[config.mk]
export PLATFORM = sky130hd
export DESIGN_NAME = nes_glue_top
export DESIGN_NICKNAME = d
export VERILOG_FILES = /design/src/nes_glue_pkg.sv /design/src/autofire.sv /design/src/joypad_port.sv /design/src/word_bridge.sv /design/src/nes_glue_top.sv
export SDC_FILE = /design/constraint.sdc
export NUM_CORES = 1
export LEC_CHECK = 0
export BUFFER_PORTS_ARGS = -buffer_cell sky130_fd_sc_hd__buf_2
export CORE_AREA = 2 2 178 180
export DETAILED_ROUTE_END_ITERATION = 12
export DIE_AREA = 0 0 180 182
export SLEW_MARGIN = 10
export SYNTH_ARGS = -nofsm -noshare
export SYNTH_HDL_FRONTEND = slang
export SYNTH_HIERARCHICAL = 1
export SYNTH_SLANG_ARGS = --single-unit
export TNS_END_PERCENT = 10
[constraint.sdc]
create_clock -name clk -period 4.9 [get_ports clk]
set_input_delay 0.49 -clock clk [delete_from_list [all_inputs] [get_ports clk]]
set_output_delay 0.49 -clock clk [all_outputs]
set_load 0.005 [all_outputs]
[src/nes_glue_pkg.sv]
////////////////////
// shared types for the softcore memory bridge and the NES joypad ports
// button layout is SNES order, lower byte is the NES set with A in bit 0
// memory words are 16 bits, softcore words 32 bits
////////////////////

package nes_glue_pkg;

    localparam int NUM_PLAYERS = 2;

    // softcore side
    typedef logic [22:0] rv_addr_t;   // byte address
    typedef logic [31:0] rv_word_t;
    typedef logic [3:0]  rv_strb_t;   // all zero means read

    // memory side
    typedef logic [19:0] mem_addr_t;  // {word addr[20:2], half}
    typedef logic [15:0] mem_half_t;
    typedef logic [1:0]  mem_ds_t;

    typedef struct packed {
        rv_addr_t addr;
        rv_word_t wdata;
        rv_strb_t strb;
    } rv_req_t;

    typedef struct packed {
        mem_addr_t addr;
        mem_half_t wdata;
        mem_ds_t   ds;
        logic      we;
    } mem_req_t;

    // R L X A RT LT DN UP START SELECT Y B
    typedef logic [11:0] snes_btns_t;
    typedef logic [7:0]  nes_btns_t;

    typedef struct packed {
        logic                   strobe;   // shared by both players
        logic [NUM_PLAYERS-1:0] joy_clk;
    } pad_bus_t;

    typedef enum logic [2:0] {
        IDLE_REQ0,
        WAIT0_REQ1,
        DATA0,
        WAIT1,
        DATA1
    } bridge_state_t;

    localparam int BTN_A      = 0;
    localparam int BTN_B      = 1;
    localparam int BTN_AUTO_A = 8;
    localparam int BTN_AUTO_B = 9;

endpackage

[src/autofire.sv]
////////////////////
// square wave while the button is held, first half-wave high
// AUTOFIRE_PERIOD is cycles per half-wave, at least 1
////////////////////

`timescale 1ns/10ps

module autofire #(
    parameter int AUTOFIRE_PERIOD = 2 ** 20
) (
    input  logic clk,
    input  logic sys_resetn,
    input  logic i_btn,
    output logic o_fire
);

    localparam int CNT_W = $clog2(AUTOFIRE_PERIOD + 1);

    logic [CNT_W-1:0] cnt;

    always_ff @(posedge clk) begin
        if (!sys_resetn || !i_btn) begin
            cnt    <= '0;
            o_fire <= 1'b0;
        end else if (cnt == '0) begin
            o_fire <= ~o_fire;   // flips high on the first held cycle
            cnt    <= CNT_W'(AUTOFIRE_PERIOD - 1);
        end else begin
            cnt <= cnt - 1'b1;
        end
    end

endmodule

[src/joypad_port.sv]
////////////////////
// NES joypad shift register for one player
// loads every cycle while strobe is high, shifts on falling joy clock
// reads past bit 7 return 1
////////////////////

`timescale 1ns/10ps

module joypad_port #(
    parameter int AUTOFIRE_PERIOD = 2 ** 20
) (
    input  logic                     clk,
    input  logic                     sys_resetn,
    input  logic                     i_strobe,
    input  logic                     i_joy_clk,
    input  nes_glue_pkg::snes_btns_t i_btns,
    output logic                     o_data
);
    import nes_glue_pkg::*;

    logic      auto_a;
    logic      auto_b;
    logic      joy_clk_d;
    logic      clk_fall;
    nes_btns_t pad_byte;
    nes_btns_t shift_q;

    autofire #(
        .AUTOFIRE_PERIOD(AUTOFIRE_PERIOD)
    ) u_auto_a (
        .clk       (clk),
        .sys_resetn(sys_resetn),
        .i_btn     (i_btns[BTN_AUTO_A]),
        .o_fire    (auto_a)
    );

    autofire #(
        .AUTOFIRE_PERIOD(AUTOFIRE_PERIOD)
    ) u_auto_b (
        .clk       (clk),
        .sys_resetn(sys_resetn),
        .i_btn     (i_btns[BTN_AUTO_B]),
        .o_fire    (auto_b)
    );

    // autofire merged into A and B
    assign pad_byte = {i_btns[7:2], i_btns[BTN_B] | auto_b, i_btns[BTN_A] | auto_a};
    assign clk_fall = joy_clk_d & ~i_joy_clk;

    always_ff @(posedge clk) begin
        if (!sys_resetn) begin
            shift_q   <= '1;
            joy_clk_d <= 1'b0;
        end else begin
            joy_clk_d <= i_joy_clk;
            if (clk_fall) begin
                shift_q <= {1'b1, shift_q[7:1]};   // fill with 1s
            end else if (i_strobe) begin
                shift_q <= pad_byte;
            end
        end
    end

    assign o_data = shift_q[0];

endmodule

[src/word_bridge.sv]
////////////////////
// 32-bit softcore requests to one or two 16-bit memory transactions
// memory side is a toggle handshake, done when ack equals toggle
// request must stay stable while i_rv_valid is high
////////////////////

`timescale 1ns/10ps

module word_bridge (
    input  logic                  clk,
    input  logic                  sys_resetn,
    input  logic                  i_rv_valid,
    input  nes_glue_pkg::rv_req_t i_rv_req,
    output logic                  o_rv_ready,
    output nes_glue_pkg::rv_word_t o_rv_rdata,
    output nes_glue_pkg::mem_req_t o_mem_req,
    output logic                  o_mem_toggle,
    input  logic                  i_mem_ack,
    input  nes_glue_pkg::mem_half_t i_mem_rdata
);
    import nes_glue_pkg::*;

    bridge_state_t state;
    mem_half_t     rdata0;       // lower half of a read
    logic          valid_r;
    logic          ready_d;
    logic          req_pending;
    logic          req_start;
    logic          req_seen;
    logic          is_write;
    logic          mem_done;

    // rising valid, or valid held into the cycle after ready
    assign req_start = i_rv_valid & (~valid_r | ready_d);
    assign req_seen  = req_start | req_pending;
    assign is_write  = |i_rv_req.strb;
    assign mem_done  = (i_mem_ack == o_mem_toggle);

    assign o_rv_rdata = {i_mem_rdata, rdata0};

    // memory request for one half of the current softcore word
    function automatic mem_req_t half_req(input logic upper);
        mem_req_t r;
        r.addr  = {i_rv_req.addr[20:2], upper};
        r.wdata = upper ? i_rv_req.wdata[31:16] : i_rv_req.wdata[15:0];
        r.we    = is_write;
        if (is_write) begin
            r.ds = upper ? i_rv_req.strb[3:2] : i_rv_req.strb[1:0];
        end else begin
            r.ds = 2'b11;
        end
        return r;
    endfunction

    ////////////////////
    // request FSM
    ////////////////////

    always_ff @(posedge clk) begin
        if (!sys_resetn) begin
            state        <= IDLE_REQ0;
            o_rv_ready   <= 1'b0;
            o_mem_toggle <= 1'b0;
            valid_r      <= 1'b0;
            ready_d      <= 1'b0;
            req_pending  <= 1'b0;
        end else begin
            o_rv_ready  <= 1'b0;
            valid_r     <= i_rv_valid;
            ready_d     <= o_rv_ready;
            req_pending <= req_pending | req_start;

            case (state)
                IDLE_REQ0: begin
                    if (req_seen) begin
                        req_pending  <= 1'b0;
                        o_mem_toggle <= ~o_mem_toggle;
                        if (is_write && i_rv_req.strb[1:0] == 2'b00) begin
                            o_mem_req <= half_req(1'b1);   // upper half only
                            state     <= WAIT1;
                        end else begin
                            o_mem_req <= half_req(1'b0);
                            state     <= WAIT0_REQ1;
                        end
                    end
                end

                WAIT0_REQ1: begin
                    if (mem_done) begin
                        if (!is_write) begin
                            state <= DATA0;
                        end else if (i_rv_req.strb[3:2] == 2'b00) begin
                            // lower half only, finished
                            o_rv_ready <= 1'b1;
                            state      <= IDLE_REQ0;
                        end else begin
                            o_mem_toggle <= ~o_mem_toggle;
                            o_mem_req    <= half_req(1'b1);
                            state        <= WAIT1;
                        end
                    end
                end

                DATA0: begin
                    rdata0       <= i_mem_rdata;   // still valid, no toggle yet
                    o_mem_toggle <= ~o_mem_toggle;
                    o_mem_req    <= half_req(1'b1);
                    state        <= WAIT1;
                end

                WAIT1: begin
                    if (mem_done) begin
                        if (is_write) begin
                            o_rv_ready <= 1'b1;
                            state      <= IDLE_REQ0;
                        end else begin
                            state <= DATA1;
                        end
                    end
                end

                DATA1: begin
                    o_rv_ready <= 1'b1;   // upper half on i_mem_rdata
                    state      <= IDLE_REQ0;
                end

                default: state <= IDLE_REQ0;
            endcase
        end
    end

endmodule

[src/nes_glue_top.sv]
////////////////////
// softcore memory bridge plus two NES joypad ports
// AUTOFIRE_PERIOD is passed down to every autofire unit
////////////////////

`timescale 1ns/10ps

module nes_glue_top #(
    parameter int AUTOFIRE_PERIOD = 2 ** 20
) (
    input  logic                     clk,
    input  logic                     sys_resetn,

    // softcore side
    input  logic                     i_rv_valid,
    input  nes_glue_pkg::rv_req_t    i_rv_req,
    output logic                     o_rv_ready,
    output nes_glue_pkg::rv_word_t   o_rv_rdata,

    // memory side, toggle handshake
    output nes_glue_pkg::mem_req_t   o_mem_req,
    output logic                     o_mem_toggle,
    input  logic                     i_mem_ack,
    input  nes_glue_pkg::mem_half_t  i_mem_rdata,

    // joypads
    input  nes_glue_pkg::pad_bus_t   i_pad,
    input  nes_glue_pkg::snes_btns_t i_btns [nes_glue_pkg::NUM_PLAYERS],
    output logic [nes_glue_pkg::NUM_PLAYERS-1:0] o_joy_data
);
    import nes_glue_pkg::*;

    word_bridge u_bridge (
        .clk         (clk),
        .sys_resetn  (sys_resetn),
        .i_rv_valid  (i_rv_valid),
        .i_rv_req    (i_rv_req),
        .o_rv_ready  (o_rv_ready),
        .o_rv_rdata  (o_rv_rdata),
        .o_mem_req   (o_mem_req),
        .o_mem_toggle(o_mem_toggle),
        .i_mem_ack   (i_mem_ack),
        .i_mem_rdata (i_mem_rdata)
    );

    // one port per player, strobe shared
    for (genvar p = 0; p < NUM_PLAYERS; p++) begin : g_player
        joypad_port #(
            .AUTOFIRE_PERIOD(AUTOFIRE_PERIOD)
        ) u_port (
            .clk       (clk),
            .sys_resetn(sys_resetn),
            .i_strobe  (i_pad.strobe),
            .i_joy_clk (i_pad.joy_clk[p]),
            .i_btns    (i_btns[p]),
            .o_data    (o_joy_data[p])
        );
    end

endmodule

==> flow_metrics.py <==
metrics = {
    "yosys": {
        "yosysMostFrequentCell": "dfxtp_1",
        "synth-seq-cells": 169,
        "async_flop_share_pct": 0,
        "synth_edf_count": 55,
        "synth_common_cells": "114 x dfxtp_1, 61 x nor2_1, 55 x edfxtp_1, 34 x xor2_1, 32 x xnor2_1",
        "yosysTopAreaCell": "dfxtp_1",
        "synth_ff_type": "dfxtp_1",
        "synthCells": 648,
        "yosys.area.top_type_share_pct": 31.4,
        "netlist_area_mm2": 0.00727,
        "syn_avg_cell_area_um2": 11.2,
        "yosys_warnings": 6,
        "synth_cell_types": 58,
        "syn_nets": 758,
        "netlist_top_cells_area": "dfxtp_1 31%, edfxtp_1 23%, xor2_1 4.1%",
        "synth_seq_area_share_pct": 54.1,
    },
    "pwr": {
        "power.leakage_uw": 0.00354,
        "ir_drop_v": 0.000228,
        "finalPower_uw": 4590,
        "p_per_area_mw_per_mm2": 508,
    },
    "timing": {
        "finalWorstSetupSlack_ns": 2.56,
        "finalHoldViolCount": 0,
        "relSlewSlack_pct": 27.9,
        "holdWs_ns": 0.235,
        "timing.final.crit_share_pct": 47.8,
        "setup_tns_ns": 0,
        "slew_viol_final": 0,
        "tightest_slew_ns": 1.08,
        "finClkSkew_ns": 0.0113,
        "timing.final.crit_period_ns": 2.34,
        "setup_violations": 0,
        "fmax_mhz": 427,
        "rsz0062_at_grt": "false",
    },
    "global_routing": {
        "grt_pass1_vias": 5052,
        "grtUsageTotal_pct": 9.46,
        "grt_overflow": 0,
        "grt_pass1_wl_um": 25000,
        "antenna_found_initial": 5,
        "grt_max_degree": 40,
    },
    "floorplan": {
        "die_area_mm2": 0.0328,
        "num_rows": 65,
        "core_mm2": 0.0310,
        "pin_count": 181,
        "die_w_um": 180,
        "die_height_um": 182,
        "start_util_pct": 23.5,
    },
    "critical_path": {
        "ff2ff_setup_slack_ns": 2.56,
        "startpoint_type": "flip-flop",
        "crit_chain": "inv_1, ha_1, nor4b_1, and3_1, nand3_1, a21oi_1",
        "r2r.worst_path.cells": 6,
        "cp-startpoint": "g_player[1].u_port/u_auto_b/cnt[0]",
        "worstPathArrival_ns": 2.68,
        "endpoint_kind": "flip-flop",
        "required_ns": 5.24,
        "reg2reg_from": "g_player[1].u_port/u_auto_b/cnt[0]",
        "reg2reg_to": "g_player[1].u_port/u_auto_b/cnt[3]",
        "slowest_stage": "nor4b_1",
        "worstPathMaxFanout": 11,
        "critPathMaxStageDelay_ns": 0.70,
        "critPathKind": "flip-flop to flip-flop",
    },
    "routing": {
        "vias": 5254,
        "drt-total-wl_um": 15300,
        "dr.pass1.iters": 4,
        "drc": 0,
        "drtIter0Drc": 271,
        "wl_per_cell_um": 12.5,
        "viasPerCell": 4.29,
        "ant_nets": 0,
    },
    "cts": {
        "numCtsBuffers": 17,
        "cts_setup_buffers": 0,
        "h-tree-depth": 4,
        "cts_hold_buf": 0,
        "path_clk_slew_ns": 0.07,
        "cts_root_buf": "clkbuf_16",
        "clock_path_buffers": 2,
        "cts_tree": "yes",
        "clock_latency_ns": 0.44,
        "clock_sinks": 169,
        "ctsResizeCount": 0,
    },
    "finish": {
        "drive_gt1_share_pct": 30.4,
        "nets": 917,
        "areaGrowthSynthToFinish_pct": 24.2,
    },
    "worst_hold_path": {
        "hold_depth": 1,
        "hp-class": "primary input to flip-flop",
        "min_to": "u_bridge/o_mem_req[23]",
        "min-delay-start": "i_rv_req[41]",
    },
    "placed_design": {
        "post-place-ws_ns": 2.32,
        "hpwl_um": 11300,
        "gp_congestion": 0.747,
        "port_buffers": 172,
    },
    "run": {
        "drv_cap": 0,
    },
    "outcome": {
        "status": "completed",
    },
}
area by class of cell:
type | count | area [um2]
diodes | 3 | 7.51
clock buffers | 18 | 450
clock inverters | 14 | 148
fillers | 3203 | 22000
inverters | 12 | 45.0
multi-input cells | 433 | 3070
flip-flops and latches | 169 | 3930
well taps | 402 | 503
repair buffers | 174 | 876
stage by stage:
stage | util, % | std cells | cell area, um2
after floorplan | - | 648 | 7270
after global placement | 27.2 | 1190 | 8430
after detailed placement | 27.2 | 1190 | 8430
after CTS | 29.1 | 1222 | 9020
after global routing | 29.1 | 1223 | 9030
final | 29.2 | 1225 | 9030
flip-flops by register name, indices dropped and copies added (netlist names):
register,count
u_bridge/o_mem_toggle,1
g_player.u_port/joy_clk_d,2
u_bridge/o_rv_ready,1
u_bridge/o_mem_req,39
g_player.u_port/u_auto_b/o_fire,2
g_player.u_port/u_auto_b/cnt,42
g_player.u_port/u_auto_a/o_fire,2
g_player.u_port/shift_q,16
u_bridge/ready_d,1
u_bridge/req_pending,1
g_player.u_port/u_auto_a/cnt,42
u_bridge/valid_r,1
u_bridge/rdata0,16
u_bridge/state,3
per-layer routing:
| metal | vias to the layer above | GRT usage [%] | wire length, um |
|---|---|---|---|
| li1 | 2649 | - | - |
| met1 | 2439 | 11.1 | 6810 |
| met2 | 142 | 15.9 | 7340 |
| met3 | 20 | 2.85 | 887 |
| met4 | 4 | 4.26 | 276 |
| met5 | - | 0 | 27 |
cells in the final DEF, fill, tap and decap left out, drive strengths merged, types with 5 or more instances in the layout:
cell type	count
buf	174
dfxtp	114
nor2	61
edfxtp	55
xor2	34
xnor2	32
a21oi	31
nand2	26
o21ai	23
nor3	20
inv	19
clkbuf	18
nor4	17
mux2	16
nand3	15
a31oi	14
nor2b	14
mux2i	13
nand3b	12
nand2b	10
and2	9
nand4	9
or3	9
nor3b	8
or2	7
and4bb	6
nand4b	5
and3	5
o31ai	5
clkinv	5
worst max-delay path by stage:
stage                     slack (ns)  cells past startpoint                                  to
final                           2.56                      6  g_player[1].u_port/u_auto_b/cnt[3]
after CTS                       2.55                      6  g_player[1].u_port/u_auto_b/cnt[3]
after global placement          2.35                      5              u_bridge/o_mem_req[21]
after detailed placement        2.32                      5              u_bridge/o_mem_req[24]
after global routing            2.21                      6  g_player[1].u_port/u_auto_b/cnt[3]
after floorplan                 1.65                      4               u_bridge/o_mem_req[0]
worst max-delay path, delay by kind of cell (launching register included):
family	cells	cell delay (ns)
compound gates	1	0.26
simple gates	3	1.41
buf+inv	1	0.06
flops	1	0.33
fa+ha+maj	1	0.20
power by group:
| group | internal (uW) | total [uW] | switching (uW) |
|---|---|---|---|
| Combinational | 653 | 1380 | 730 |
| Clock | 710 | 1330 | 618 |
| Sequential | 1690 | 1880 | 190 |
cells by family (layout without fill, tap and decap cells):
group,Yosys count,after routing,synth area share (%)
compound gates,93,93,7.92
xor+xnor,66,66,7.95
fa+ha+maj,4,4,0.688
buf+inv,46,218,3.79
flops,169,169,54.1
mux,29,29,4.73
other cells,0,3,0
simple gates,241,241,20.8
No activity file was read; power rests on OpenSTA's default activity.
